`config.mk`:
```
export PLATFORM = sky130hd
export DESIGN_NAME = overlayCompositor
export DESIGN_NICKNAME = d
export VERILOG_FILES = /design/src/sandOverlayPkg.sv /design/src/overlayCompositor.sv
export SDC_FILE = /design/constraint.sdc
export NUM_CORES = 1
export LEC_CHECK = 0
export ABC_AREA = 1
export ABC_CLOCK_PERIOD_IN_PS = 1300
export BUFFER_PORTS_ARGS = -buffer_cell sky130_fd_sc_hd__buf_2
export CORE_MARGIN = 3
export CORE_UTILIZATION = 59
export CTS_BUF_LIST = sky130_fd_sc_hd__clkbuf_2 sky130_fd_sc_hd__clkbuf_4 sky130_fd_sc_hd__clkbuf_8
export CTS_CLUSTER_SIZE = 24
export DETAILED_ROUTE_END_ITERATION = 10
export PLACE_DENSITY = 0.86
export SLEW_MARGIN = 20
export SYNTH_ARGS = -nofsm -noshare
export SYNTH_HDL_FRONTEND = slang
export SYNTH_SLANG_ARGS = --single-unit
export TNS_END_PERCENT = 1
```
`constraint.sdc`:
```
create_clock -name iCLK -period 1.3 [get_ports iCLK]
set_input_delay 0.26 -clock iCLK [delete_from_list [all_inputs] [get_ports iCLK]]
set_output_delay 0.26 -clock iCLK [all_outputs]
set_load 0.005 [all_outputs]
```
`src/sandOverlayPkg.sv`:
```
/*
 * Shared definitions for the sand game overlay sprite.
 * Holds the screen and sprite geometry, the colour and state enums,
 * the pixel and status structs, the palette and the rule that fills
 * the picture ROM.
 */

`default_nettype none

package sandOverlayPkg;

    // Visible screen size in pixels.
    localparam logic [9:0] screenW = 10'd640;
    localparam logic [9:0] screenH = 10'd480;

    // One sprite cell covers a 4x4 pixel block.
    localparam int cellShift = 2;

    // ROM layout: 8 cells per word, 160 cells per row, 120 rows per picture.
    localparam int wordsPerRow     = 20;
    localparam int wordsPerPicture = 2400; // 20 words times 120 rows.
    localparam int romDepth        = 9600; // Four pictures.
    localparam int romAddrW        = 14;

    // Overlay colour code stored as 2 bits per cell.
    typedef enum logic [1:0] {
        colorTransparent = 2'd0,
        colorWhite       = 2'd1,
        colorBlack       = 2'd2,
        colorFlame       = 2'd3
    } overlayColor_e;

    // Animation FSM states.
    typedef enum logic {
        animIdle = 1'b0,
        animRun  = 1'b1
    } animState_e;

    typedef struct packed {
        logic [9:0] x; // Screen column.
        logic [9:0] y; // Screen row.
    } pixelReq_t;

    typedef struct packed {
        logic [7:0] red;
        logic [7:0] green;
        logic [7:0] blue;
    } rgb_t;

    typedef struct packed {
        logic       active;  // Animation is running.
        logic       flame;   // Flame level for the current frame.
        logic [1:0] picture; // Picture index, 0 to 3.
    } animStatus_t;

    // Fixed palette for the opaque overlay codes.
    localparam rgb_t whiteRgb = '{red: 8'hFF, green: 8'hFF, blue: 8'hFF};
    localparam rgb_t blackRgb = '{red: 8'h00, green: 8'h00, blue: 8'h00};
    localparam rgb_t flameRgb = '{red: 8'hFF, green: 8'h60, blue: 8'h00};

    // Content of one ROM word: low half of addr times an odd constant,
    // with the picture number folded into the top two bits.
    function automatic logic [15:0] spriteWordAt(input logic [13:0] addr);
        logic [31:0] product;
        logic [13:0] pictureNum;
        product    = 32'(addr) * 32'd40503;
        pictureNum = addr / 14'(wordsPerPicture);
        return product[15:0] ^ {pictureNum[1:0], 14'd0};
    endfunction

endpackage

`default_nettype wire

```
`src/overlayCompositor.sv`:
```
/*
 * Overlay compositor, last pixel pipeline stage.
 * Delays the background colour to meet the sprite lookup and lays
 * the overlay colour over it.
 */

`timescale 1ns/1ps
`default_nettype none

module overlayCompositor
    import sandOverlayPkg::*;
(
    input  logic          iCLK,
    input  rgb_t          bgPixel,     // Background, same cycle as the request.
    input  overlayColor_e overlayCode,
    input  logic          flame,       // Flame cells only show on flame frames.
    output rgb_t          outPixel
);

    rgb_t [2:0] bgPipe; // Three stages to match the lookup latency.
    rgb_t       bgAligned;
    rgb_t       mixColor;

    always_ff @(posedge iCLK) begin
        bgPipe <= {bgPipe[1:0], bgPixel};
    end

    assign bgAligned = bgPipe[2];

    always_comb begin
        unique case (overlayCode)
            colorWhite:  mixColor = whiteRgb;
            colorBlack:  mixColor = blackRgb;
            colorFlame:  mixColor = flame ? flameRgb : bgAligned;
            default:     mixColor = bgAligned; // Transparent lets the sand through.
        endcase
    end

    always_ff @(posedge iCLK) begin
        outPixel <= mixColor;
    end

endmodule

`default_nettype wire

```
==> results.md <==
- Status: finished clean
- Synth Cell Area: about 0.0024 mm^2
- Count of final hold-check violations: 0
- GRT Util Overall: 15.56%
- H-Tree Depth: 3
- Io pins: 52
- P_int: 0.004434 W
- Switching share of power: about a fifth
- Met2 wire len: approximately 1900 um
- Hold EP: bgPipe[15]
- Post-Syn Nets: around 240
- Pre-CTS setup slack: between 200 and 250 ps
- Peak VDD IR: ~0.0013 V
- Reg-to-reg critical path startpoint: bgAligned[3]
- Met3 Wirelength: about 240 um
- Buffers on Ports: about 50
- Core Rows: 22
- Layout cells sized above 1: 25.89%
- Multi-input logic area: between 300 and 400 um^2
- Total grt overflow: 0
- Clk_lat worst skew: about 340 ps
- Final setup margin: ~230 ps
- R2R depth: 4
- Final period util: ~82%
- WL met1: roughly 1400 um
- Syn_area_per_cell: between 10 and 15 um^2
- Seq pwr share: 57.3%
- Final Skew: 10.11 ps
- Fillers: roughly 220
- RR Endpoint: outPixel[3]
- Post-synth top area cell: dfxtp_1
- Post-synth top cells: dfxtp_1, nand2_1, inv_1
- Post-Syn Instances: 210
- Non-filler cells, final: 330
- Worst Setup End Kind: output port
- Area Overhead vs Synth: 24.74%
- Pwr/cell area: 1845 mW/mm^2
- Flop-to-flop setup slack: between 600 and 700 ps
- Post-layout min period: about 1100 ps
- Vias: 1458
- Initial Utilization: 63.24%
- Slowest Stage Delay on Critical Path: 350 ps
- Final setup viols: 0
- Crit Path Class: register to output port
- RSZ-0062 raised after global routing: no
- Clock Sinks: 96
- Comb power frac: around 4.9%
- Layout net count: slightly above 300
- Max Cap Violations: 0
- PostCTS Resize Cnt: 0
- Worst path buffer plus inverter count: 1
- Top cell type's share of synthesized area: about four fifths
- CP startpoint: outPixel[18]
- Clock slew at reported path FFs: 90 ps
- Register area share after synthesis: about four fifths
- CTS tree: yes
- Min-Delay Path Class: primary input to register
- Clk pwr share: a little under two fifths
- Synth warn: 0
- Slew HR: between 80% and 90%
- Hold_sp: bgPixel[15]
- HPWL after DPL: 2336 um
- FF+latch count, synth: 96
- Psw: 0.001093 W
- Fmax: between 900 and 1000 MHz
- Max FO, Critical Path: 1
- CTS Buf Count: 9
- Least-Margin Pin Slew: around 270 ps
- Setup TNS: 0 ps
- Die height: approximately 70 um
- Drt pass-1 iters: 4
- CP arrival: between 800 and 900 ps
- Count leader, synth: dfxtp_1
- Largest net degree at the start of global routing: 16
- Die width: 69.81 um
- Netlist cell types: 10
- Reg area: between 0.0015 and 0.002 mm^2
- Post-layout util: roughly four fifths
- Root buffer cell: clkbuf_8
- Worst-path cell chain: buf_2
- Die footprint: 0.004873 mm^2
- Vias in the first global route: approximately 1.3k
- Worst Setup Start Kind: register
- Core area: roughly 0.0038 mm^2
- Number of DRC markers in iteration 0: 68
- GPL Wtd Cong: between 0.7 and 0.8
- Wirelength per Cell: ~11 um
- Ranking of synthesized cells by area: dfxtp_1, nand2_1, inv_1
- Placed cell count: slightly above 300
- Critical path's slowest cell: dfxtp_1
- Remaining antenna violation count: 0
- Leakage: between 1.5 and 2 nW
- N_diodes: 0
- Hold Crit Depth: 1
- Hold Slack: about 15 ps
- Critical Path RT: 1040 ps
- Most used DFF post-synth: dfxtp_1
- Clock Path Buffers: 2
- WL final: 3606 um
- Uppermost layer routed: met4
- Global-route wire length before repair: roughly 5700 um
- Initial antenna violation count: 0
- Largest delay share family, worst path: flip-flops
- DRC Markers: 0
- Via density: between 4 and 5
- EDFF count, synth: 0
- Final Max Slew Viols: 0
- Async S/R FF share, synth: 0%
==> power groups by stage <==
stage                     Sequential (W)  Clock, W  Combinational (W)
after floorplan                  0.00323         0           0.000125
after global placement           0.00323         0           0.000235
after detailed placement         0.00324         0           0.000247
after CTS                        0.00317   0.00214           0.000268
after global routing             0.00318   0.00223           0.000304
final                            0.00317   0.00209           0.000269
==> cell type report <==
type | count | share of cell area (%)
clock inverters | 5 | 2.630
repair buffers | 61 | 11.77
flip-flops and latches | 96 | 64.13
clock buffers | 11 | 5.052
multi-input cells | 92 | 12.03
well taps | 48 | 2.004
inverters | 17 | 2.380
==> how the worst max path moves through the flow <==
stage                               to  slack, ps  cells past startpoint
final                     outPixel[18]        230                      1
after global routing      outPixel[18]        200                      1
after CTS                 outPixel[18]        210                      1
after detailed placement  outPixel[16]        220                      5
after global placement    outPixel[20]        290                      5
after floorplan            outPixel[0]        500                      7
==> stage by stage <==
| stage | cell area (um^2) | power (W) |
|---|---|---|
| after floorplan | 2402 | 0.003359 |
| after global placement | 2676 | 0.003466 |
| after detailed placement | 2676 | 0.003485 |
| after CTS | 2977 | 0.005575 |
| after global routing | 2997 | 0.005722 |
| final | 2997 | 0.005528 |
==> cells by family after synthesis <==
group	share of synthesized area (%)
flip-flops	80.00
AND/OR/NAND/NOR	14.32
buffers and inverters	5.000
AO/OA/AOI/OAI	0.6773
==> metal layers <==
metal | vias up | track usage, %
met5 | - | 0
met4 | 0 | 7.660
met3 | 7 | 6.087
met2 | 47 | 27.60
met1 | 656 | 15.74
li1 | 748 | -
==> flip-flops by register name (all words and copies together) (netlist names) <==
register,cells
bgAligned,24
bgPipe,48
outPixel,24
==> placed cells by master (no fill, tap or decap) <==
| master | netlist | final |
|---|---|---|
| inv_8 | 1 | 1 |
| o21ai_4 | 1 | 1 |
| nand2_1 | 90 | 90 |
| inv_2 | 2 | 2 |
| dfxtp_1 | 96 | 96 |
| nand2_2 | 1 | 1 |
| bufinv_16 | 0 | 2 |
| clkinv_2 | 0 | 2 |
| inv_1 | 14 | 14 |
| clkinv_4 | 0 | 1 |
| dlygate4sd3_1 | 0 | 9 |
| buf_4 | 1 | 1 |
| buf_2 | 0 | 51 |
| clkbuf_8 | 0 | 11 |
==> what timing repair did <==
action | 4_1_cts | 5_1_grt
hold buffers | 7 | 2
hold endpoints to repair | 7 | 2
setup buffers | 0 | 0
No activity file was read; power rests on OpenSTA's default activity.
