### config.mk
export PLATFORM = sky130hd
export DESIGN_NAME = spriteAddrGen
export DESIGN_NICKNAME = d
export VERILOG_FILES = /design/src/sandOverlayPkg.sv /design/src/spriteAddrGen.sv
export SDC_FILE = /design/constraint.sdc
export NUM_CORES = 1
export LEC_CHECK = 0
export BUFFER_PORTS_ARGS = -buffer_cell sky130_fd_sc_hd__buf_4
export CAP_MARGIN = 20
export CORE_ASPECT_RATIO = 1.25
export CORE_MARGIN = 2
export CORE_UTILIZATION = 47
export CTS_BUF_LIST = sky130_fd_sc_hd__clkbuf_8
export DETAILED_ROUTE_END_ITERATION = 10
export PLACE_DENSITY = 0.88
export REMOVE_ABC_BUFFERS = 1
export SYNTH_ARGS = -nofsm -noshare
export SYNTH_HDL_FRONTEND = slang
export SYNTH_SLANG_ARGS = --single-unit
### constraint.sdc
create_clock -name iCLK -period 2.85 [get_ports iCLK]
set_clock_uncertainty 0.15 [all_clocks]
set_input_delay 0.4275 -clock iCLK [delete_from_list [all_inputs] [get_ports iCLK]]
set_output_delay 0.4275 -clock iCLK [all_outputs]
set_load 0.02 [all_outputs]
### src/sandOverlayPkg.sv
/*
 * Shared definitions for the sand game overlay sprite.
 * Holds the screen and sprite geometry, the colour and state enums,
 * the pixel and status structs, the palette and the rule that fills
 * the picture ROM.
 */

`default_nettype none

package sandOverlayPkg;

    // Visible screen size in pixels.
    localparam logic [9:0] screenW = 10'd640;
    localparam logic [9:0] screenH = 10'd480;

    // One sprite cell covers a 4x4 pixel block.
    localparam int cellShift = 2;

    // ROM layout: 8 cells per word, 160 cells per row, 120 rows per picture.
    localparam int wordsPerRow     = 20;
    localparam int wordsPerPicture = 2400; // 20 words times 120 rows.
    localparam int romDepth        = 9600; // Four pictures.
    localparam int romAddrW        = 14;

    // Overlay colour code stored as 2 bits per cell.
    typedef enum logic [1:0] {
        colorTransparent = 2'd0,
        colorWhite       = 2'd1,
        colorBlack       = 2'd2,
        colorFlame       = 2'd3
    } overlayColor_e;

    // Animation FSM states.
    typedef enum logic {
        animIdle = 1'b0,
        animRun  = 1'b1
    } animState_e;

    typedef struct packed {
        logic [9:0] x; // Screen column.
        logic [9:0] y; // Screen row.
    } pixelReq_t;

    typedef struct packed {
        logic [7:0] red;
        logic [7:0] green;
        logic [7:0] blue;
    } rgb_t;

    typedef struct packed {
        logic       active;  // Animation is running.
        logic       flame;   // Flame level for the current frame.
        logic [1:0] picture; // Picture index, 0 to 3.
    } animStatus_t;

    // Fixed palette for the opaque overlay codes.
    localparam rgb_t whiteRgb = '{red: 8'hFF, green: 8'hFF, blue: 8'hFF};
    localparam rgb_t blackRgb = '{red: 8'h00, green: 8'h00, blue: 8'h00};
    localparam rgb_t flameRgb = '{red: 8'hFF, green: 8'h60, blue: 8'h00};

    // Content of one ROM word: low half of addr times an odd constant,
    // with the picture number folded into the top two bits.
    function automatic logic [15:0] spriteWordAt(input logic [13:0] addr);
        logic [31:0] product;
        logic [13:0] pictureNum;
        product    = 32'(addr) * 32'd40503;
        pictureNum = addr / 14'(wordsPerPicture);
        return product[15:0] ^ {pictureNum[1:0], 14'd0};
    endfunction

endpackage

`default_nettype wire

### src/spriteAddrGen.sv
/*
 * Sprite address generator, first pixel pipeline stage.
 * Maps a screen pixel and the current picture onto a ROM word
 * address and the lane of that pixel inside the word.
 */

`timescale 1ns/1ps
`default_nettype none

module spriteAddrGen
    import sandOverlayPkg::*;
(
    input  logic                iCLK,
    input  pixelReq_t           pixelReq, // Pixel asked for by the video timing.
    input  logic [1:0]          picture,  // Current animation picture.
    output logic [romAddrW-1:0] romAddr,
    output logic [2:0]          laneSel   // Cell position within the word.
);

    logic [7:0]          cellRow; // One sprite row per four screen lines.
    logic [4:0]          wordCol; // Eight cells, 32 pixels, per word.
    logic [romAddrW-1:0] addrNext;

    assign cellRow = pixelReq.y[9:cellShift];
    assign wordCol = pixelReq.x[9:cellShift+3];

    // Pictures are stacked one after another in the ROM.
    assign addrNext = romAddrW'(picture) * romAddrW'(wordsPerPicture)
                    + romAddrW'(cellRow) * romAddrW'(wordsPerRow)
                    + romAddrW'(wordCol);

    always_ff @(posedge iCLK) begin
        romAddr <= addrNext;
        laneSel <= pixelReq.x[cellShift+2:cellShift];
    end

    // Off-screen requests would index a neighbouring picture.
    reqOnScreen: assert property (
        @(posedge iCLK) !$isunknown(pixelReq) |->
            (pixelReq.x < screenW) && (pixelReq.y < screenH)
    ) else $error("Pixel request outside the visible screen.");

endmodule

`default_nettype wire

==> qor.txt <==
Pwr Density -> 620 mW/mm^2
Synth Area in Simple Gates -> 9.20%
CP endpoint kind -> flop
Largest area contributor in the netlist -> dfxtp_1
GP Congestion -> 0.729
Status -> finished, violations left
Fin Hold WS -> 0.118 ns
Unique masters post-synth -> 31
H-tree lvl count -> 1
Post-route cell area -> 0.00199 sq mm
Mux contribution to synthesized area -> 2.40%
Routed vias -> 1220
GRT Total Usage -> 19.1%
Final period util -> 101%
Yosys synthesis warning count -> 0
Synth area leaders -> dfxtp_1 27%, ha_1 27%, xnor2_1 6.3%, inv_1 3.9%, fa_1 3.2%
Slowest cell on crit path -> ha_1
Actual slew at the worst max-slew pin -> 0.303 ns
Area growth syn-to-layout -> 58.8%
DRT Wirelength -> 3.47 mm
Ports -> 40
RSZ-0062 raised after global routing -> true
Share of cells above drive strength 1 -> 50.0%
Max_cap viols -> 0
Power Total -> 1.23 mW
Post-synth EDFFs -> 0
Post-Synth XOR/XNOR Area -> 7.70%
Crit path capture -> romAddr[12]
# setup viols final -> 1
Slew HR -> 79.8%
Port-buffer cells -> 35
Worst endpoint data arrival time -> 2.86 ns
Failing checks -> negative setup slack
Via density -> 5.28
Startpoint Class -> input pin
Min-delay src -> pixelReq[14]
Clock root buffer -> clkbuf_8
Die area -> 0.00309 sq mm
Post-Syn Instances -> 132
Antenna diodes -> 0
Grt ovf -> 0
WP data required -> 2.84 ns
Compound-gate portion of the synthesized area -> 18.5%
Post-synthesis async set-or-reset flop share -> 0%
Peak supply drop -> 0.400 mV
Wirelength per Cell -> 15.0 microns
#FFs+latches synth -> 17
Clk buf depth -> 2
F_max -> 0.348 GHz
First-pass GRT wire length -> 4.47 mm
Crit-path cells -> buf_4 -> ha_4 -> ha_4 -> a21o_1 -> a21oi_2 -> nand2b_4 -> a21oi_1 -> xor2_1 -> ha_1 -> a21o_1 -> a31oi_4 -> nand2_2 -> o221ai_2 -> xnor2_1
DP HPWL -> 2.21 mm
Critical path class -> in2reg
Critical path fanouts, max -> 2
CP max stage delay -> 0.35 ns
Placement Cell Area -> 0.00174 sq mm
Mean post-synth cell area -> 9.48 sq um
DRC -> 0
CTS sink count -> 17
Main combinational cell family by area after synthesis -> adder cells
Clock slew at reported path FFs -> 0.07 ns
Synth cell count leaders -> 27 x ha_1, 17 x dfxtp_1, 13 x inv_1
P_leak -> 0.955 nW
Worst setup startpoint -> pixelReq[4]
Row cnt -> 20
Synth top area share -> 27.2%
Final count of hold timing violations -> 0
Initial antenna violation count -> 0
Post-DRT Antenna Nets -> 0
Most frequent cell after synthesis -> ha_1
Initial Util -> 50.5%
Final #Nets -> 251
Worst Hold Class -> in2reg
CTS tree -> done
Hold_buf cts -> 0
Mapped Area -> 0.00125 sq mm
Iteration-0 DRC count of the detailed router -> 49
Sequential area share after synthesis -> 27.2%
Max-slew violations -> 0
Post-Synth Adder-Cell Area -> 30.2%
Die width -> 50.2 microns
Die H -> 61.7 microns
Pin count of the biggest net entering global routing -> 12
Number of CTS-inserted buffers -> 3
Setup ws final -> -0.0204 ns
Vias in the first global route -> 1140
Post-route minimum period -> 2.87 ns
Core area -> 0.00248 sq mm
Post-synth top flop -> dfxtp_1
Number of detailed-route iterations in the first pass -> 4
routing by layer:
metal	part of all wire, %	routed length [microns]	GRT usage [%]
met1	38	1310	19.0
met4	3.7	130	13.1
met2	55	1920	37.6
met5	0	0	0
met3	2.9	101	1.94
critical path: cells and delay by family:
family	cells	cell delay [ns]
AOI/OAI and AO/OA	6	0.97
xor gates and xnor gates	2	0.27
adders and majority gates	3	0.84
buffers and inverters	1	0.13
and+or+nand+nor	2	0.23
placed cells by master, fill, tap and decap left out, types with 2 or more instances in the layout:
master,instances
buf_4,63
dfxtp_1,17
ha_1,16
inv_1,12
xnor2_1,9
ha_4,8
nor2_1,7
a21oi_2,5
nand2_1,5
a21o_1,4
a21oi_1,4
nor2b_1,3
mux2i_1,3
o211ai_1,3
ha_2,3
clkbuf_8,3
nor3_1,2
a21boi_2,2
nand2_2,2
xor2_1,2
o21a_1,2
o21ai_1,2
nand3_1,2
flip-flops by register name (all words and copies together), names as in the netlist:
name	cells
romAddr	14
laneSel	3
per-stage QoR:
stage / worst slack [ns] / TNS, ns / util, % / std cells
after floorplan: -0.164 / -0.261 / - / 130
after global placement: -0.344 / -1.32 / 70.2 / 224
after detailed placement: -0.419 / -1.59 / 70.2 / 224
after CTS: 0.0117 / 0 / 73.9 / 228
after global routing: -0.0857 / -0.194 / 80.2 / 231
final: -0.0204 / -0.0204 / 80.2 / 231
how the worst min path moves through the flow:
stage | cells past startpoint | to | slack [ns]
after floorplan | 0 | laneSel[0] | 0.31
after global placement | 1 | laneSel[1] | 0.38
after detailed placement | 1 | laneSel[2] | 0.38
after CTS | 1 | laneSel[2] | 0.12
after global routing | 1 | laneSel[1] | 0.11
final | 1 | laneSel[2] | 0.12
report_power, final:
part           internal, mW  leakage, nW  switching (mW)
sequential            0.307        0.143          0.0155
clock                0.0985       0.0217          0.0854
combinational         0.363        0.790           0.363
total                 0.768        0.955           0.464
final cells by class:
| class | instances | area [sq um] |
|---|---|---|
| Clock inverter | 1 | 7.51 |
| Multi-Input combinational cell | 100 | 1020 |
| Sequential cell | 17 | 340 |
| Inverter | 13 | 48.8 |
| Fill cell | 139 | 490 |
| Clock buffer | 3 | 41.3 |
| Timing Repair Buffer | 64 | 484 |
| Tap cell | 33 | 41.3 |
cell families after synthesis:
kind of cell	Yosys count
compound gates	32
xor+xnor	11
fa+ha+maj	29
buf+inv	15
flops	17
mux	3
simple gates	25
repair_timing:
item / in CTS / in global routing
pin swaps: 5 / 19
gates resized for setup: 8 / 24
cloned: 0 / 0
setup buffers: 0 / 3
endpoints found under the setup margin: 4 / 5
Power figures use the tool's default switching activity.
