===== config.mk =====
export PLATFORM = sky130hd
export DESIGN_NAME = spritePixelSel
export DESIGN_NICKNAME = d
export VERILOG_FILES = /design/src/sandOverlayPkg.sv /design/src/spritePixelSel.sv
export SDC_FILE = /design/constraint.sdc
export NUM_CORES = 1
export LEC_CHECK = 0
export BUFFER_PORTS_ARGS = -buffer_cell sky130_fd_sc_hd__buf_2
export CORE_AREA = 2 2 39 41
export DETAILED_ROUTE_END_ITERATION = 10
export DIE_AREA = 0 0 41 43
export GPL_ROUTABILITY_DRIVEN = 1
export MAX_ROUTING_LAYER = met4
export PLACE_DENSITY_LB_ADDON = 0.2
export SLEW_MARGIN = 15
export SYNTH_ARGS = -nofsm -noshare
export SYNTH_HDL_FRONTEND = slang
export SYNTH_SLANG_ARGS = --single-unit

===== constraint.sdc =====
create_clock -name iCLK -period 2 [get_ports iCLK]
set_input_delay 0.1 -clock iCLK [delete_from_list [all_inputs] [get_ports iCLK]]
set_output_delay 0.1 -clock iCLK [all_outputs]
set_load 0.03 [all_outputs]

===== src/sandOverlayPkg.sv =====
/*
 * Shared definitions for the sand game overlay sprite.
 * Holds the screen and sprite geometry, the colour and state enums,
 * the pixel and status structs, the palette and the rule that fills
 * the picture ROM.
 */

`default_nettype none

package sandOverlayPkg;

    // Visible screen size in pixels.
    localparam logic [9:0] screenW = 10'd640;
    localparam logic [9:0] screenH = 10'd480;

    // One sprite cell covers a 4x4 pixel block.
    localparam int cellShift = 2;

    // ROM layout: 8 cells per word, 160 cells per row, 120 rows per picture.
    localparam int wordsPerRow     = 20;
    localparam int wordsPerPicture = 2400; // 20 words times 120 rows.
    localparam int romDepth        = 9600; // Four pictures.
    localparam int romAddrW        = 14;

    // Overlay colour code stored as 2 bits per cell.
    typedef enum logic [1:0] {
        colorTransparent = 2'd0,
        colorWhite       = 2'd1,
        colorBlack       = 2'd2,
        colorFlame       = 2'd3
    } overlayColor_e;

    // Animation FSM states.
    typedef enum logic {
        animIdle = 1'b0,
        animRun  = 1'b1
    } animState_e;

    typedef struct packed {
        logic [9:0] x; // Screen column.
        logic [9:0] y; // Screen row.
    } pixelReq_t;

    typedef struct packed {
        logic [7:0] red;
        logic [7:0] green;
        logic [7:0] blue;
    } rgb_t;

    typedef struct packed {
        logic       active;  // Animation is running.
        logic       flame;   // Flame level for the current frame.
        logic [1:0] picture; // Picture index, 0 to 3.
    } animStatus_t;

    // Fixed palette for the opaque overlay codes.
    localparam rgb_t whiteRgb = '{red: 8'hFF, green: 8'hFF, blue: 8'hFF};
    localparam rgb_t blackRgb = '{red: 8'h00, green: 8'h00, blue: 8'h00};
    localparam rgb_t flameRgb = '{red: 8'hFF, green: 8'h60, blue: 8'h00};

    // Content of one ROM word: low half of addr times an odd constant,
    // with the picture number folded into the top two bits.
    function automatic logic [15:0] spriteWordAt(input logic [13:0] addr);
        logic [31:0] product;
        logic [13:0] pictureNum;
        product    = 32'(addr) * 32'd40503;
        pictureNum = addr / 14'(wordsPerPicture);
        return product[15:0] ^ {pictureNum[1:0], 14'd0};
    endfunction

endpackage

`default_nettype wire


===== src/spritePixelSel.sv =====
/*
 * Sprite pixel select, third pixel pipeline stage.
 * Picks the 2-bit cell of the requested pixel out of the ROM word
 * and shows nothing while no animation runs.
 */

`timescale 1ns/1ps
`default_nettype none

module spritePixelSel
    import sandOverlayPkg::*;
(
    input  logic          iCLK,
    input  logic [2:0]    laneSelIn,  // Lane from the address stage.
    input  logic [15:0]   romWord,
    input  logic          active,     // Animation running.
    output overlayColor_e overlayCode
);

    logic [2:0] laneDly; // Lines the lane up with the ROM output.
    logic [1:0] cellBits;

    always_ff @(posedge iCLK) begin
        laneDly <= laneSelIn;
    end

    // Lane 0 sits in the lowest two bits.
    assign cellBits = romWord[{laneDly, 1'b0} +: 2];

    always_ff @(posedge iCLK) begin
        if (active) begin
            overlayCode <= overlayColor_e'(cellBits);
        end else begin
            overlayCode <= colorTransparent; // No sprite outside a run.
        end
    end

endmodule

`default_nettype wire


==> results of run 1 <==
==> kinds of logic (layout without fill, tap and decap cells) <==
logic type	count (synthesis)	count (layout)
mux	6	6
flops	5	5
simple gates	2	2
buf+inv	1	30
==> metal layers <==
layer  up-vias  part of all wire (%)  wire (µm)  GRT usage, %
met5         -                     0          0             -
met4         0                     0          0         4.000
met3         0                    15         90         7.853
met2        17                    59        360         15.63
met1       108                    26        156         6.908
li1        118                     -          -             -
==> worst min path at each step <==
stage / start / end / depth (start not counted)
finish: active / overlayCode[0] / 3
global route: active / overlayCode[0] / 3
CTS: active / overlayCode[0] / 3
detailed placement: laneSelIn[1] / laneDly[1] / 1
global placement: laneSelIn[2] / laneDly[2] / 1
floorplan: laneSelIn[0] / laneDly[0] / 0
==> synth_stat cells <==
cell,n,area share [%]
mux2i_1,2,8.5
nor2_1,2,3.2
dfxtp_1,5,42
mux4_1,4,44
inv_1,1,1.6
==> through the flow <==
step / hold slack (ns) / instances
final: 0.09584 / 59
after global routing: 0.1306 / 59
after CTS: 0.09460 / 59
after detailed placement: 0.2064 / 52
after global placement: 0.2031 / 52
after floorplan: 0.1277 / 14
==> registers in the layout (all words and copies together) (netlist names) <==
| signal | flops |
|---|---|
| laneDly | 3 |
| overlayCode | 2 |
==> cell usage in the layout (no fill, tap or decap) <==
cell type	netlist	routed
nor2_1	2	2
clkbuf_1	0	1
clkbuf_4	0	3
buf_2	0	22
mux4_1	4	4
mux2i_1	2	2
inv_1	1	1
dfxtp_1	5	5
dlygate4sd3_1	0	3
==> where the power goes <==
part           switching [mW]  internal [mW]
combinational          0.0185         0.0345
sequential            0.00454          0.107
clock                  0.0408         0.0754
==> layout make-up <==
class	count	share of cell area, %
Multi-Input combinational cell	8	31.36
Tap cell	16	4.734
Timing Repair Buffer	25	33.14
Clock buffer	4	6.213
Sequential cell	5	23.67
Inverter	1	0.8876
==> worst max-delay path: stages, from the launching register on <==
cell and delay [ns]:
dfxtp_1 0.41, mux4_1 0.58, mux2i_1 0.14, nor2_1 0.05
==> out/results.ini, run 1 <==
[yosys]
yosysSeqAreaShare_pct = 42.33
synth-compound-area-share_pct = 0
syn_nets = 35
postSynthAreaPerCell_um2 = 16.89
synthXorXnorAreaFrac_pct = 0
synth_top_family_by_area = multiplexers
netlist_instances = 14
mappedNetlistArea_um2 = 236.5
yosys-mux-area-fraction_pct = 52.91
synth-adder-area-share_pct = 0
synth-seq-cells = 5
ys_warn_count = 0
ys_types = 5
synth-simple-area-share_pct = 3.175

[pwr]
leakage_nw = 0.2208
pwr_density_cell_nw_per_um2 = 664.3
worst_ir_drop_vdd_mv = 0.2778
p_total_uw = 280.9

[placed_design]
port_buffers = 22
dp_slack_ns = 0.7091
gp_congestion = 0.6377
placed_cell_area_um2 = 366.6

[floorplan]
num_rows = 14
fp.dieW_um = 41
die_h_um = 43
core_um2 = 1384
ioPinCount = 23
start_util_pct = 17.09
dieArea_um2 = 1763

[cts]
clkSinkCount = 5
path_clk_slew_ns = 0.04
cts_hold_buf = 3
cts-resized-gates = 0
postCtsSetupRepairBufs = 0
cts_buffers = 3
cts_tree = yes
cts.path.max_buffers = 2
cts-root-buf = clkbuf_4
htree_levels = 1
worstSkewPairLatency_ns = 0.24

[finish]
nFillCells = 159
drive_gt1_share_pct = 58.14
area.sequential_um2 = 100.1
final_core_util_pct = 30.56
syn2layout_area_growth_pct = 78.84
fin_nets = 65
multi_input_area_um2 = 132.6
post-route-cell-area_um2 = 422.9
diodes = 0

[timing]
skew_ns = 0.0003601
grt_setup_unrepaired = false
drv_slew = 0
final-hold-violation-count = 0
min_period_over_period_pct = 64.09
max_freq_mhz = 780.1
worst_pin_slew_ns = 0.1903
relSlewSlack_pct = 87.29
fin_setup_tns_ns = 0
period_needed_ns = 1.282
setup_viol = 0
setup_slack_ns = 0.7181

[setup_path]
critPathLaunchType = flip-flop
r2r_start = laneDly[0]
worstSetupStartpoint = laneDly[0]
arrival_ns = 1.41
r2r_slack_ns = 0.72
critPathCaptureType = flip-flop
crit_type = flip-flop to flip-flop
rr_worst_depth = 3
r2r_end = overlayCode[0]
critical_path_required_ns = 2.13
endpoint = overlayCode[0]
cp_max_fo = 4

[grt]
grt_max_degree = 5
grt_pass1_vias = 270
grt_pass1_wl_mm = 1.000
antenna_found_initial = 0
grtUsageTotal_pct = 9.534
overflow = 0

[detailed_routing]
ant_nets = 0
drt_pass1_iterations = 1
drt_wl_total_um = 607
first_iter_violations = 0
drc = 0
wl_per_cell_um = 10.29
via_per_inst = 4.119
vias = 243

[worst_hold_path]
hp-class = primary input to flip-flop

[status]
status = finished, final reports clean

[job]
max-cap-violations = 0

(Power assumes the default switching activity.)
==> run 2, diff against run 1 <==
- ABC_AREA: unset -> 1
- clock period: 2 -> 1.3 ns (I/O delays scaled with it)
==> run 2 against run 1 <==
  * Hold slack worse by 0.041 ns
  * Cell area grew 21%
  * Count of clock-buffer cells in the layout fell by 1
  * Area after synthesis is 41% higher
  * Die area unchanged
  * Fmax rose by 25%
  * Global-route usage rose by 1.4 points
  * Clock skew is 0.0064 ns higher
  * Critical endpoint is now overlayCode[1]
  * Largest power group unchanged
==> out/results.ini, run 2 <==
[worst_hold_path]
hold_start = active
hp-class = primary input to flip-flop

[grt]
overflow = 0  ; unchanged
antenna_found_initial = 0  ; unchanged
grt_pass1_wl_mm = 1.228  ; +23%
grt_max_degree = 10  ; +5
grtUsageTotal_pct = 10.94  ; +1.4 points
grt_pass1_vias = 363  ; +34%

[placed_design]
dp_slack_ns = 0.2710  ; -0.4381 ns
placedCellCount = 95  ; +83%
dp_hpwl_um = 636.5
gp_congestion = 0.7464  ; +17%
port_buffers = 22  ; unchanged

[finish]
largest_reg_flops = 3  ; unchanged
largestRegisters = laneDly x3, overlayCode x2
regMostFlops = laneDly
fin_nets = 108  ; +66%
multi_input_area_um2 = 150.1  ; +13%
drive_gt1_share_pct = 40.70  ; -17 points
syn2layout_area_growth_pct = 52.81
final_cell_count_no_fill = 102  ; +73%
area.sequential_um2 = 100.1  ; unchanged
final_cell_mix = buf_2, nand2_1, inv_1
nFillCells = 155  ; -2.5%
layout_commonest_cell = buf_2
diodes = 0  ; unchanged

[pwr]
power.internal_uw = 328.0  ; +51%
power_frac_clock_pct = 39.3  ; -2.1 points
combPwrFrac_pct = 22.8  ; +3.9 points
pwr_density_cell_nw_per_um2 = 898.7  ; +35%
p_total_uw = 458.8  ; +63%
p_seq_share_pct = 37.9  ; -1.8 points
worst_ir_drop_vdd_mv = 0.4147  ; +49%
switchingPower_uw = 130.8  ; +100%
leakage_nw = 0.3310  ; +50%
switching_share_pct = 28.50  ; +5.8 points

[yosys]
yosysSeqAreaShare_pct = 29.96  ; -12 points
synth_top_area_share_pct = 29.96  ; -14 points
yosysTopAreaCell = dfxtp_1
synth_most_common_cell = nand2_1
netlist_instances = 58  ; +44
synth_edf_count = 0  ; unchanged
syn_nets = 79  ; +130%
postSynthAreaPerCell_um2 = 5.760  ; -66%
synth_ff_type = dfxtp_1
async_flop_share_pct = 0  ; unchanged
ys_types = 9  ; +4
synth-seq-cells = 5  ; unchanged
ys_warn_count = 0  ; unchanged
mappedNetlistArea_um2 = 334.1  ; +41%
netlist_top_cells_area = dfxtp_1, nand2_1, nand3_1, inv_1, nand2_2
synthTopCellsByCount = nand2_1, inv_1, nand3_1

[detailed_routing]
drt_wl_total_um = 752  ; +24%
vias = 402  ; +65%
wl_per_cell_um = 7.373  ; -28%
via_per_inst = 3.941  ; -4.3%
drt_pass1_iterations = 3  ; +2
first_iter_violations = 4  ; +4
ant_nets = 0  ; unchanged
drc = 0  ; unchanged

[setup_path]
cp_cell_sequence = inv_6 -> nand2_1 -> nand3_1 -> nand3_1 -> nand2_1 -> nor2_1
cp_max_fo = 9  ; +5
rr_worst_depth = 6  ; +3
cp_num_cells = 6  ; +3
path_delay_family = flip-flops
critical_path.max_stage_delay_ns = 0.53  ; -0.05 ns
arrival_ns = 1.21  ; -0.20 ns
slowest_stage = dfxtp_1
r2r_end = overlayCode[1]
worstSetupStartpoint = laneDly[0]
r2r_start = laneDly[0]
critPathLaunchType = flip-flop
critical_path_required_ns = 1.48  ; -0.65 ns
path_buf_inv = 1  ; +1
endpoint = overlayCode[1]
critPathCaptureType = flip-flop
r2r_slack_ns = 0.27  ; -0.45 ns
crit_type = flip-flop to flip-flop

[timing]
skew_ns = 0.006739  ; +0.006379 ns
grt_setup_unrepaired = false
min_period_over_period_pct = 79.04  ; +15 points
worst_pin_slew_ns = 0.3670  ; +0.1767 ns
period_needed_ns = 1.028  ; -0.2543 ns
final-hold-violation-count = 0  ; unchanged
fin_setup_tns_ns = 0  ; unchanged
setup_viol = 0  ; unchanged
whs_ns = 0.05468  ; -0.04116 ns
drv_slew = 0  ; unchanged
max_freq_mhz = 973.2  ; +25%
setup_slack_ns = 0.2724  ; -0.4457 ns
relSlewSlack_pct = 75.50  ; -12 points

[cts]
postCtsSetupRepairBufs = 0  ; unchanged
cts_buffers = 3  ; unchanged
htree_levels = 1  ; unchanged
cts-resized-gates = 0  ; unchanged
cts_tree = yes
cts_hold_buf = 3  ; unchanged
path_clk_slew_ns = 0.05  ; about the same
cts.path.max_buffers = 2  ; unchanged
clkSinkCount = 5  ; unchanged
worstSkewPairLatency_ns = 0.25  ; about the same
cts-root-buf = clkbuf_4

[job]
max-cap-violations = 0  ; unchanged

[floorplan]
core_um2 = 1384  ; unchanged
ioPinCount = 23  ; unchanged
num_rows = 14  ; unchanged
fp.dieW_um = 41  ; unchanged
die_h_um = 43  ; unchanged
dieArea_um2 = 1763  ; unchanged
start_util_pct = 24.14  ; +7.1 points

[status]
status = finished, final reports clean

## run 2: power by group through the flow
stage	clock network [mW]	registers (mW)	logic [mW]
5_1_grt	0.204	0.176	0.119
3_3_place_gp	0	0.177	0.0996
6_report	0.180	0.174	0.105
2_1_floorplan	0	0.183	0.0533
3_5_place_dp	0	0.177	0.0994
4_1_cts	0.187	0.174	0.107
## run 2: cell families (layout without fill, tap and decap cells)
group	count (synthesis)	count (layout)	synth area share (%)
buffers and inverters	19	47	25.09
flip-flops	5	5	29.96
AND/OR/NAND/NOR	34	34	44.94
## run 2: final cells by class
cell class / instances / share of cell area, %
Clock buffer: 3 / 4.412
Clock inverter: 1 / 0.9804
Inverter: 18 / 14.22
Multi-Input combinational cell: 34 / 29.41
Sequential cell: 5 / 19.61
Tap cell: 16 / 3.922
Timing Repair Buffer: 25 / 27.45
## run 2: per-layer routing
metal | GRT usage [%] | vias to the layer above | wire, µm
met5 | - | - | 0
met1 | 11.04 | 165 | 338
met4 | 8.000 | 0 | 0
li1 | - | 222 | -
met3 | 4.712 | 0 | 62
met2 | 15.94 | 15 | 351
## run 2: through the flow
stage                     utilization [%]  area (µm²)
after floorplan                         -       334.1
after global placement              32.73       452.9
after detailed placement            32.73       452.9
after CTS                           36.89       510.5
after global routing                36.89       510.5
final                               36.89       510.5
## run 2: worst min-delay path by stage
stage | end | slack, ns | depth (start not counted)
2_1_floorplan | laneDly[0] | 0.09 | 0
3_3_place_gp | laneDly[2] | 0.17 | 1
3_5_place_dp | laneDly[1] | 0.17 | 1
4_1_cts | overlayCode[1] | 0.05 | 3
5_1_grt | overlayCode[1] | 0.05 | 3
6_report | overlayCode[1] | 0.05 | 3
## run 2: worst min-delay path, cell delays in order
cell and delay [ns]:
buf_2 0.11, nand2_1 0.05, nor2_1 0.03
