==> config.mk <==
export PLATFORM = sky130hd
export DESIGN_NAME = overlayAnimCtrl
export DESIGN_NICKNAME = d
export VERILOG_FILES = /design/src/sandOverlayPkg.sv /design/src/overlayAnimCtrl.sv
export SDC_FILE = /design/constraint.sdc
export NUM_CORES = 1
export LEC_CHECK = 0
export BUFFER_PORTS_ARGS = -buffer_cell sky130_fd_sc_hd__buf_4
export CAP_MARGIN = 30
export CORE_MARGIN = 4
export CORE_UTILIZATION = 40
export CTS_BUF_LIST = sky130_fd_sc_hd__clkbuf_8
export DETAILED_ROUTE_END_ITERATION = 12
export SLEW_MARGIN = 25
export SYNTH_ARGS = -nofsm -noshare
export SYNTH_HDL_FRONTEND = slang
export SYNTH_SLANG_ARGS = --single-unit
==> constraint.sdc <==
create_clock -name iCLK -period 3.45 [get_ports iCLK]
set_input_delay 0.69 -clock iCLK [delete_from_list [all_inputs] [get_ports iCLK]]
set_output_delay 0.69 -clock iCLK [all_outputs]
set_load 0.03 [all_outputs]
==> src/sandOverlayPkg.sv <==
/*
 * Shared definitions for the sand game overlay sprite.
 * Holds the screen and sprite geometry, the colour and state enums,
 * the pixel and status structs, the palette and the rule that fills
 * the picture ROM.
 */

`default_nettype none

package sandOverlayPkg;

    // Visible screen size in pixels.
    localparam logic [9:0] screenW = 10'd640;
    localparam logic [9:0] screenH = 10'd480;

    // One sprite cell covers a 4x4 pixel block.
    localparam int cellShift = 2;

    // ROM layout: 8 cells per word, 160 cells per row, 120 rows per picture.
    localparam int wordsPerRow     = 20;
    localparam int wordsPerPicture = 2400; // 20 words times 120 rows.
    localparam int romDepth        = 9600; // Four pictures.
    localparam int romAddrW        = 14;

    // Overlay colour code stored as 2 bits per cell.
    typedef enum logic [1:0] {
        colorTransparent = 2'd0,
        colorWhite       = 2'd1,
        colorBlack       = 2'd2,
        colorFlame       = 2'd3
    } overlayColor_e;

    // Animation FSM states.
    typedef enum logic {
        animIdle = 1'b0,
        animRun  = 1'b1
    } animState_e;

    typedef struct packed {
        logic [9:0] x; // Screen column.
        logic [9:0] y; // Screen row.
    } pixelReq_t;

    typedef struct packed {
        logic [7:0] red;
        logic [7:0] green;
        logic [7:0] blue;
    } rgb_t;

    typedef struct packed {
        logic       active;  // Animation is running.
        logic       flame;   // Flame level for the current frame.
        logic [1:0] picture; // Picture index, 0 to 3.
    } animStatus_t;

    // Fixed palette for the opaque overlay codes.
    localparam rgb_t whiteRgb = '{red: 8'hFF, green: 8'hFF, blue: 8'hFF};
    localparam rgb_t blackRgb = '{red: 8'h00, green: 8'h00, blue: 8'h00};
    localparam rgb_t flameRgb = '{red: 8'hFF, green: 8'h60, blue: 8'h00};

    // Content of one ROM word: low half of addr times an odd constant,
    // with the picture number folded into the top two bits.
    function automatic logic [15:0] spriteWordAt(input logic [13:0] addr);
        logic [31:0] product;
        logic [13:0] pictureNum;
        product    = 32'(addr) * 32'd40503;
        pictureNum = addr / 14'(wordsPerPicture);
        return product[15:0] ^ {pictureNum[1:0], 14'd0};
    endfunction

endpackage

`default_nettype wire

==> src/overlayAnimCtrl.sv <==
/*
 * Overlay animation control.
 * Runs the sprite animation for animLen frames after a trigger,
 * steps through four pictures every holdLen frames and raises the
 * flame level in the frames where a new picture starts.
 */

`timescale 1ns/1ps
`default_nettype none

module overlayAnimCtrl
    import sandOverlayPkg::*;
#(
    parameter int unsigned animLen = 120, // Frames per animation, below 255.
    parameter int unsigned holdLen = 10   // Frames per picture, 1 to 15.
) (
    input  logic        iCLK,
    input  logic        iRESET,
    input  logic        newFrame,   // One-cycle pulse at each frame start.
    input  logic        stall,      // Freezes the animation for the frame.
    input  logic        trollBegin, // Trigger level, sampled at newFrame.
    output animStatus_t status
);

    // Last values each counter takes before it ends or wraps.
    localparam logic [7:0] lastFrame = 8'(animLen - 1);
    localparam logic [3:0] lastHold  = 4'(holdLen - 1);

    animState_e animState;
    logic [7:0] frameCnt;   // Frame steps since the trigger.
    logic [3:0] holdCnt;    // Frames spent on the current picture.
    logic [1:0] pictureIdx;
    logic       flameLvl;
    logic       frameStep;
    logic       holdWrap;

    // The state only moves on frames that are not stalled.
    assign frameStep = newFrame && !stall;
    assign holdWrap  = (holdCnt == lastHold); // Picture changes on this step.

    always_ff @(posedge iCLK) begin
        if (iRESET) begin
            animState  <= animIdle;
            flameLvl   <= 1'b0;
            frameCnt   <= 8'd0;
            holdCnt    <= 4'd0;
            pictureIdx <= 2'd0;
        end else if (frameStep) begin
            if (trollBegin) begin
                // A trigger always restarts from picture 0 with a flame frame.
                animState  <= animRun;
                flameLvl   <= 1'b1;
                frameCnt   <= 8'd0;
                holdCnt    <= 4'd0;
                pictureIdx <= 2'd0;
            end else if (animState == animRun) begin
                if (frameCnt == lastFrame) begin
                    // The animation is over, so take the sprite away.
                    animState <= animIdle;
                    flameLvl  <= 1'b0;
                end else begin
                    frameCnt <= frameCnt + 8'd1;
                    flameLvl <= holdWrap; // Flame with every new picture.
                    if (holdWrap) begin
                        holdCnt    <= 4'd0;
                        pictureIdx <= pictureIdx + 2'd1; // Wraps after picture 3.
                    end else begin
                        holdCnt <= holdCnt + 4'd1;
                    end
                end
            end
        end
    end

    // The sprite is shown exactly while the FSM is running.
    assign status = '{
        active:  (animState == animRun),
        flame:   flameLvl,
        picture: pictureIdx
    };

    // The sand simulation must not be disturbed once the run has ended.
    flameOnlyInRun: assert property (
        @(posedge iCLK) disable iff (iRESET)
        (animState == animIdle) |-> !flameLvl
    ) else $error("Flame level raised while the animation is idle.");

    // The run must end on the step that would reach animLen.
    frameCntInRange: assert property (
        @(posedge iCLK) disable iff (iRESET)
        (animState == animRun) |-> (frameCnt < 8'(animLen))
    ) else $error("Frame counter ran past the animation length.");

endmodule

`default_nettype wire

==> impl_metrics.tcl, run 1 <==
set metrics [dict create \
    stdcell_area_sq_um 1002 \
    post-cts-setup-buffer-count 0 \
    core_sq_um 2042 \
    synth-main-ff-cell "dfxtp_1" \
    clockRootBuffer "clkbuf_8" \
    chipHeight_um 55.19 \
    startpoint "stall" \
    antenna_found_initial 0 \
    min_path_type "reg2reg" \
    io_pins 9 \
    num-fill-cells 226 \
    row_count 16 \
    clock_sinks 16 \
    finalSetupTns_ns 0 \
    crit_end "holdCnt[2]$_SDFFE_PP0P_" \
    critPathRequiredTime_ns 3.59 \
    worstSetupStartpointType "input port" \
    rsz0062_at_grt "false" \
    end_kind "flop" \
    dpl.hpwl_mm 1.311 \
    start_util_pct 43.63 \
    cpMostUsedCell "buf_4" \
    finalHoldViolCount 0 \
    yosys-top-cells-area "dfxtp_1 (36%), o311ai_1 (6.9%), o31ai_1 (5.1%), ha_1 (4.2%), nor2_1 (3.8%)" \
    vias_per_cell 6.156 \
    synth_area_leader_cell "dfxtp_1" \
    clk_latency_ns 0.26 \
    antenna_cells 0 \
    wl_mm 1.910 \
    slowest_delay_ns 0.37 \
    crit_cells 6 \
    fin_ws_ns 1.413 \
    cts_buffers 3 \
    die_x_um 55.19 \
    grt_max_degree 19 \
    ff2ff_setup_slack_ns 1.54 \
    timing.rr.start "frameCnt[0]$_SDFFE_PP0P_" \
    peakVddDrop_v 0.0003112 \
    rr_worst_depth 5 \
    hold_slack_ns 0.4761 \
    synth_edf_count 0 \
    crit_type "in2reg" \
    worstMarginPinSlew_ns 0.6397 \
    synth_commonest_cells "dfxtp_1 (16), nor2_1 (9), o311ai_1 (7)" \
    worst_ep_arrival_time_ns 2.18 \
    synthCells 103 \
    critPathTopFamily "simple AND/OR/NAND/NOR gates" \
    outcome "finished, final reports clean" \
    r2r_end "holdCnt[3]$_SDFFE_PP0P_" \
    setup_violations 0 \
    drt_iter0_drc 23 \
    yosysMostFrequentCell "dfxtp_1" \
    vias 831 \
    grt_pass1_vias 774 \
    period_needed_ns 2.037 \
    io_buffers 8 \
    ant_nets 0 \
    grt_pass1_wl_mm 3.443 \
    grt_overflow 0 \
    drcViolationCount 0 \
    ctsResizeCount 0 \
    ff_latch_area_sq_um 320.3 \
    fin_util_pct 49.08 \
    async_reset_ff_share_pct 0 \
    dieArea_sq_um 3046 \
    clk_pin_slew_ns 0.06 \
    gp_congestion 0.7308 \
    yosys_warnings 0 \
    timing.critical_path.cells "buf_4 -> nand2b_1 -> or2_0 -> buf_4 -> or3_1 -> a32o_1" \
    ctsHoldBuffers 0 \
    power_leakage_nw 0.3646 \
    final_nets 117 \
    htreeDepth 1 \
    wl_per_cell_um 14.15 \
    syn_area_sq_um 890.9 \
    worst_path_max_delay_cell "or3_1" \
    yosysUniqueCellTypes 36 \
    cts_tree "yes" \
    dp_worst_setup_slack_ns 1.070 \
    path_buf_inv 2 \
    fin_skew_ns 0.007541 \
    path_max_fanout 12 \
    grt_use_total_pct 15.72 \
    cap_viol_max_count 0 \
    drive_above_1_share_pct 15.74 \
    clock_path_buffers 2 \
    fin_crit_sh_pct 59.04 \
    maxSlewViolCount 0 \
    synth_nets 111 \
    power_density_nw_per_um2 385.8 \
    firstDrtPassIters 4 \
    synth_area_per_cell_sq_um 8.649 \
    placedInstanceArea_sq_um 939.7 \
    post-synth-top-area-fraction_pct 35.96 \
    slew_headroom_pct 57.21 \
    multi_input_comb_area_sq_um 506.7 \
    synth-seq-cells 16 \
    syn_to_final_growth_pct 12.50 \
    ys_seq_area_share_pct 35.96 \
    fmax_ghz 0.4909 \
]
logic make-up (layout without fill, tap and decap cells):
group	count (synthesis)	after routing	share of synthesized area, %
and+or+nand+nor	37	37	25.84
AOI/OAI and AO/OA	34	34	26.83
DFF	16	16	35.96
buffers and inverters	13	18	7.162
adders and majority gates	3	3	4.214
sequential cells by signal (all words and copies together), names as in the netlist:
| name | count |
|---|---|
| holdCnt | 4 |
| pictureIdx | 2 |
| flameLvl | 1 |
| frameCnt | 8 |
| animState | 1 |
through the flow:
step | power (mW) | std cells
after global routing | 0.4010 | 135
after floorplan | 0.2117 | 103
final | 0.3866 | 135
after CTS | 0.3874 | 134
after global placement | 0.2193 | 130
after detailed placement | 0.2198 | 130
cells in the final DEF (no fill, tap or decap), types with 2 or more instances in the layout:
cell type and count:
o21ai_0 2, inv_1 5, o21ai_1 4, a31oi_1 3, o311ai_1 7, dfxtp_1 16
nor3_1 2, a21oi_1 6, nor2_1 9, clkbuf_8 4, and3_1 4, or4_1 2
or3_1 2, or2_2 2, buf_4 9, ha_1 3, o31ai_1 6, nand3_1 6
cell type report:
cell class                 instances  area share (%)
sequential                        16           31.96
inverter                           5           1.873
timing repair buffer               9           6.742
tap                               27           3.371
multi-input combinational         74           50.56
clock buffer                       4           5.493
power by group:
part / total (mW) / switching, mW / internal (mW)
Sequential: 0.188 / 0.00162 / 0.186
Clock: 0.170 / 0.0685 / 0.101
Combinational: 0.0288 / 0.0178 / 0.0110
Total: 0.387 / 0.0879 / 0.299
per-layer routing:
layer	GRT usage [%]	vias to the layer above	share of wire, %
met1	21.57	380	49
met4	4.453	0	0.68
met3	4.826	2	6.9
li1	-	412	-
met5	0	-	0
met2	23.62	37	43
worst min-delay path by stage:
stage | start | cells past startpoint | slack [ns] | end
after global routing | frameCnt[7]$_SDFFE_PP0P_ | 1 | 0.52 | frameCnt[7]$_SDFFE_PP0P_
after CTS | pictureIdx[1]$_SDFFE_PP0P_ | 1 | 0.48 | pictureIdx[1]$_SDFFE_PP0P_
after floorplan | frameCnt[7]$_SDFFE_PP0P_ | 1 | 0.43 | frameCnt[7]$_SDFFE_PP0P_
after global placement | frameCnt[7]$_SDFFE_PP0P_ | 1 | 0.46 | frameCnt[7]$_SDFFE_PP0P_
after detailed placement | frameCnt[7]$_SDFFE_PP0P_ | 1 | 0.47 | frameCnt[7]$_SDFFE_PP0P_
final | pictureIdx[1]$_SDFFE_PP0P_ | 1 | 0.48 | pictureIdx[1]$_SDFFE_PP0P_
Note: power is estimated with default switching activity, not from simulation.
==> run 2: changes to the inputs <==
==> constraint.sdc (replaced) <==
create_clock -name iCLK -period 2 [get_ports iCLK]
set_input_delay 0.4 -clock iCLK [delete_from_list [all_inputs] [get_ports iCLK]]
set_output_delay 0.4 -clock iCLK [all_outputs]
set_load 0.03 [all_outputs]
==> run 2 against run 1 <==
  * Hold slack worse by 0.077 ns
  * Via count down 5.7%
  * Combinational power up 71%
  * First-iteration DRC count down 35%
  * Largest power group unchanged
  * Critical path depth unchanged
  * Power up 58%
==> impl_metrics.tcl, run 2 (synthesis results as in run 1) <==
set metrics [dict create \
    outcome "finished, final reports clean" \
    maxSlewViolCount 0 \
    gp_congestion 0.7803 \
    multi_input_comb_area_sq_um 506.7 \
    grt_use_total_pct 15.71 \
    hold_slack_ns 0.3989 \
    ant_nets 0 \
    peakVddDrop_v 0.0005105 \
    wl_mm 1.930 \
    start_util_pct 43.63 \
    die_x_um 55.19 \
    worstSetupStartpointType "flop" \
    row_count 16 \
    cap_viol_max_count 0 \
    rsz0062_at_grt "false" \
    power.share.sequential_pct 53.2 \
    final_common_cell "dfxtp_1" \
    syn_to_final_growth_pct 12.64 \
    final_nets 119 \
    p_sw_share_pct 22.22 \
    power_leakage_nw 0.3683 \
    io_pins 9 \
    holdPathStages 2 \
    dpl.hpwl_mm 1.364 \
    largest_reg_flops 8 \
    chipHeight_um 55.19 \
    end_kind "flop" \
    grt_max_degree 16 \
    dp_worst_setup_slack_ns 0.2434 \
    vias 784 \
    fin_crit_sh_pct 84.73 \
    drcViolationCount 0 \
    clockRootBuffer "clkbuf_8" \
    worst_ep_arrival_time_ns 1.85 \
    clk_latency_ns 0.24 \
    drt_iter0_drc 15 \
    io_buffers 8 \
    grt_overflow 0 \
    grt_pass1_vias 704 \
    ff_latch_area_sq_um 320.3 \
    min_from "iRESET" \
    vias_per_cell 5.765 \
    clock_path_buffers 2 \
    regMostFlops "frameCnt" \
    firstDrtPassIters 4 \
    fin_ws_ns 0.3055 \
    dieArea_sq_um 3046 \
    htreeDepth 1 \
    stdcell_area_sq_um 1003 \
    placedInstanceArea_sq_um 962.2 \
    ctsResizeCount 0 \
    cts_buffers 3 \
    core_sq_um 2042 \
    clk_pin_slew_ns 0.06 \
    grt_pass1_wl_mm 3.415 \
    cts_tree "yes" \
    num-fill-cells 212 \
    startpoint "frameCnt[0]$_SDFFE_PP0P_" \
    post-place-cells 133 \
    slew_headroom_pct 69.24 \
    clock_sinks 16 \
    path_max_fanout 13 \
    setup_violations 0 \
    wl_per_cell_um 14.19 \
    antenna_cells 0 \
    critPathRequiredTime_ns 2.16 \
    finalHoldViolCount 0 \
    power.internal_mw 0.4739 \
    min_path_type "in2reg" \
    drive_above_1_share_pct 16.51 \
    hold_end "holdCnt[1]$_SDFFE_PP0P_" \
    ff2ff_setup_slack_ns 0.31 \
    ctsHoldBuffers 0 \
    period_needed_ns 1.695 \
    largestRegisters "frameCnt (8), holdCnt (4), pictureIdx (2)" \
    r2r_end "pictureIdx[0]$_SDFFE_PP0P_" \
    layout_common_cells "dfxtp_1 (16), buf_4 (11), nor2_1 (9), o311ai_1 (7)" \
    crit_type "reg2reg" \
    fmax_ghz 0.5901 \
    fin_skew_ns 0.003244 \
    antenna_found_initial 0 \
    p_switching_mw 0.1354 \
    post-cts-setup-buffer-count 0 \
    power_density_nw_per_um2 607.2 \
    timing.rr.start "frameCnt[0]$_SDFFE_PP0P_" \
    p_comb_share_pct 8.1 \
    worstMarginPinSlew_ns 0.4599 \
    clkPwrFrac_pct 38.7 \
    finalSetupTns_ns 0 \
    fin_cells 136 \
    rr_worst_depth 6 \
]
-- run 2: area by class of cell --
class,count,share of cell area [%]
multi-input combinational,74,50.50
sequential,16,31.92
timing repair buffer,11,8.229
clock buffer,3,4.115
tap,27,3.367
inverter,5,1.870
-- run 2: power by group through the flow --
stage / sequential (mW) / clock, mW / combinational, mW
after floorplan: 0.331 / 0 / 0.0345
after global placement: 0.331 / 0 / 0.0492
after detailed placement: 0.331 / 0 / 0.0492
after CTS: 0.324 / 0.247 / 0.0495
after global routing: 0.325 / 0.259 / 0.0547
final: 0.324 / 0.236 / 0.0492
-- run 2: how the worst max path moves through the flow --
| stage | endpoint | slack [ns] | depth (start not counted) |
|---|---|---|---|
| final | pictureIdx[0]$_SDFFE_PP0P_ | 0.31 | 6 |
| after global placement | holdCnt[2]$_SDFFE_PP0P_ | 0.27 | 5 |
| after CTS | frameCnt[2]$_SDFFE_PP0P_ | 0.29 | 6 |
| after floorplan | holdCnt[2]$_SDFFE_PP0P_ | 0.37 | 5 |
| after detailed placement | frameCnt[5]$_SDFFE_PP0P_ | 0.24 | 6 |
| after global routing | pictureIdx[1]$_SDFFE_PP0P_ | 0.15 | 6 |
-- run 2: worst max-delay path, cell delays in order (launching register included) --
cell	delay [ns]
dfxtp_1	0.39
ha_1	0.19
nand4bb_1	0.19
nor3_4	0.42
buf_4	0.23
o311ai_1	0.10
o31ai_1	0.08
-- run 2: metal layers --
| metal | up-vias | track usage, % | wire [um] | share of wire (%) |
|---|---|---|---|---|
| met4 | 0 | 4.858 | 20 | 1.0 |
| met2 | 23 | 21.46 | 800 | 41 |
| met1 | 348 | 23.16 | 1000 | 52 |
| met3 | 2 | 4.826 | 109 | 5.6 |
| li1 | 411 | - | - | - |
| met5 | - | 0 | 0 | 0 |
-- run 2: metrics by stage --
| stage | power, mW | utilization (%) |
|---|---|---|
| after floorplan | 0.3652 | - |
| after global placement | 0.3805 | 47.12 |
| after detailed placement | 0.3806 | 47.12 |
| after CTS | 0.6208 | 49.14 |
| after global routing | 0.6380 | 49.14 |
| final | 0.6094 | 49.14 |
==> run 3: changes to the inputs <==
--- a/config.mk
+++ b/config.mk
@@ -5,6 +5,7 @@
 export SDC_FILE = /design/constraint.sdc
 export NUM_CORES = 1
 export LEC_CHECK = 0
+export ABC_AREA = 1
 export BUFFER_PORTS_ARGS = -buffer_cell sky130_fd_sc_hd__buf_4
 export CAP_MARGIN = 30
 export CORE_MARGIN = 4
==> constraint.sdc (replaced) <==
create_clock -name iCLK -period 1.55 [get_ports iCLK]
set_input_delay 0.31 -clock iCLK [delete_from_list [all_inputs] [get_ports iCLK]]
set_output_delay 0.31 -clock iCLK [all_outputs]
set_load 0.03 [all_outputs]
==> run 3 against run 2 <==
  * Clock power increased by 58%
  * Global-route usage shrank 1.8 points
  * Flip-flop and latch count unchanged
  * Power up 46%
  * Hold slack got worse by 0.10 ns
  * Cell area rose by 13%
  * Core utilization up 0.26 points
  * Critical path depth increased by 1
  * Final cell count is 38% higher
==> impl_metrics.tcl, run 3 <==
set metrics [dict create \
    outcome "finished, final reports clean" \
    final_common_cell "nand2_1" \
    firstDrtPassIters 4 \
    crit_type "reg2reg" \
    final_nets 168 \
    syn_area_sq_um 1003 \
    timing.critical_path.cells "ha_1 -> nand2_1 -> nor2_4 -> a21oi_4 -> nand2_1 -> nand2_1 -> nor2_1" \
    cap_viol_max_count 0 \
    largestRegisters "frameCnt (8), holdCnt (4), pictureIdx (2)" \
    min_path_type "in2reg" \
    period_needed_ns 1.410 \
    p_sw_share_pct 23.97 \
    p_comb_share_pct 10.6 \
    fin_cells 187 \
    grt_pass1_vias 849 \
    power.share.sequential_pct 47.6 \
    clk_pin_slew_ns 0.07 \
    power.internal_mw 0.6785 \
    syn_to_final_growth_pct 13.09 \
    antenna_cells 0 \
    grt_overflow 0 \
    dieArea_sq_um 3374 \
    peakVddDrop_v 0.0004353 \
    cpMostUsedCell "nand2_1" \
    gp_congestion 0.8303 \
    clock_path_buffers 2 \
    worst_ep_arrival_time_ns 1.56 \
    layout_common_cells "nand2_1 (43), nor2_1 (21), inv_1 (16), dfxtp_1 (16), buf_4 (10)" \
    wl_mm 2.073 \
    grt_max_degree 15 \
    clk_latency_ns 0.25 \
    path_max_fanout 9 \
    drive_above_1_share_pct 18.24 \
    core_sq_um 2297 \
    die_x_um 58.09 \
    multi_input_comb_area_sq_um 565.5 \
    antenna_found_initial 0 \
    synth_compound_area_share_pct 12.59 \
    power_leakage_nw 0.4904 \
    synth_commonest_cells "nand2_1 (43), nor2_1 (21), dfxtp_1 (16), inv_1 (16), nand3_1 (9)" \
    synth_top_family_by_area "simple AND/OR/NAND/NOR gates" \
    rsz0062_at_grt "false" \
    drcViolationCount 0 \
    worstSetupStartpointType "flop" \
    num-fill-cells 258 \
    worst_path_max_delay_cell "dfxtp_1" \
    setup_violations 0 \
    yosys-top-cells-area "dfxtp_1 (32%), nand2_1 (16%), nor2_1 (7.9%), inv_1 (6.0%), nand3_1 (4.5%)" \
    power_density_nw_per_um2 786.4 \
    grt_pass1_wl_mm 3.698 \
    post-synth-top-area-fraction_pct 31.92 \
    io_buffers 8 \
    dpl.hpwl_mm 1.513 \
    drt_iter0_drc 14 \
    fin_crit_sh_pct 90.99 \
    synth-xor-area-share_pct 0 \
    synth_area_leader_cell "dfxtp_1" \
    synthAdderAreaFrac_pct 3.741 \
    post-place-cells 183 \
    post-cts-setup-buffer-count 0 \
    chipHeight_um 58.09 \
    yosys_warnings 0 \
    synth-simple-area-share_pct 39.15 \
    fin_skew_ns 0.003431 \
    cts_buffers 3 \
    fmax_ghz 0.7090 \
    wl_per_cell_um 11.09 \
    worstMarginPinSlew_ns 0.3013 \
    end_kind "flop" \
    htreeDepth 1 \
    largest_reg_flops 8 \
    async_reset_ff_share_pct 0 \
    vias_per_cell 4.797 \
    slowest_delay_ns 0.34 \
    p_switching_mw 0.2139 \
    synth.area.mux_share_pct 0 \
    finalSetupTns_ns 0 \
    ant_nets 0 \
    synth-seq-cells 16 \
    clock_sinks 16 \
    ys_seq_area_share_pct 31.92 \
    row_count 17 \
    ff_latch_area_sq_um 320.3 \
    regMostFlops "frameCnt" \
    grt_use_total_pct 13.89 \
    cts_tree "yes" \
    synthCells 150 \
    maxSlewViolCount 0 \
    synth_area_per_cell_sq_um 6.690 \
    clkPwrFrac_pct 41.8 \
    yosysMostFrequentCell "nand2_1" \
    yosysUniqueCellTypes 24 \
    clockRootBuffer "clkbuf_8" \
    synth-main-ff-cell "dfxtp_1" \
    vias 897 \
    start_util_pct 43.68 \
    synth_edf_count 0 \
    finalHoldViolCount 0 \
    critPathRequiredTime_ns 1.70 \
    slew_headroom_pct 79.87 \
    io_pins 9 \
    synth_nets 158 \
]
## run 3: stage by stage
step	setup slack [ns]	cell area [sq um]	power, mW	hold WS [ns]	util [%]
after floorplan	0.2269	1003	0.5046	0.4442	-
after global placement	0.1776	1071	0.5256	0.4604	46.62
after detailed placement	0.1416	1071	0.5269	0.4643	46.62
after CTS	0.1056	1126	0.9035	0.2934	49.02
after global routing	0.01037	1135	0.9377	0.2941	49.40
final	0.1396	1135	0.8924	0.2944	49.40
## run 3: critical path, delay by kind of cell, from the launching register on
kind            cells  cell delay, ns
flops               1            0.34
simple gates        5            0.43
fa+ha+maj           1            0.25
compound gates      1            0.29
## run 3: power by group through the flow
stage          clock network, mW  registers, mW  logic (mW)
2_1_floorplan                  0          0.436      0.0689
3_3_place_gp                   0          0.434      0.0919
3_5_place_dp                   0          0.434      0.0927
4_1_cts                    0.385          0.425      0.0932
5_1_grt                    0.404          0.426       0.107
6_report                   0.373          0.425      0.0946
## run 3: layout make-up
class	count	share of cell area (%)
clock buffer	4	4.851
inverter	22	7.387
multi-input combinational	107	49.83
sequential	16	28.22
tap	28	3.087
timing repair buffer	10	6.615
## run 3: final timing paths
check	start	end	slack, ns	cells past startpoint
max	frameCnt[0]$_SDFFE_PP0P_	frameCnt[6]$_SDFFE_PP0P_	0.14	7
min	iRESET	holdCnt[3]$_SDFFE_PP0P_	0.29	2
max reg2reg	frameCnt[0]$_SDFFE_PP0P_	frameCnt[6]$_SDFFE_PP0P_	0.14	7
min reg2reg	flameLvl$_SDFFE_PP0P_	flameLvl$_SDFFE_PP0P_	0.47	2
## run 3: cell families after synthesis
family                   after synthesis
adder cells (fa/ha/maj)                3
flip-flops                            16
buffers and inverters                 27
AND/OR/NAND/NOR                       86
AO/OA/AOI/OAI                         18
## run 3: metal layers
layer / GRT usage (%) / share of wire [%] / vias up
li1: - / - / 482
met1: 18.58 / 51 / 391
met2: 22.10 / 42 / 19
met3: 2.673 / 5.4 / 5
met4: 4.967 / 1.5 / 0
met5: 0 / 0 / -
## run 3: timing repair
action	4_1_cts	5_1_grt
setup endpoints to repair	0	9
hold buffers	0	0
gates resized for setup	0	1
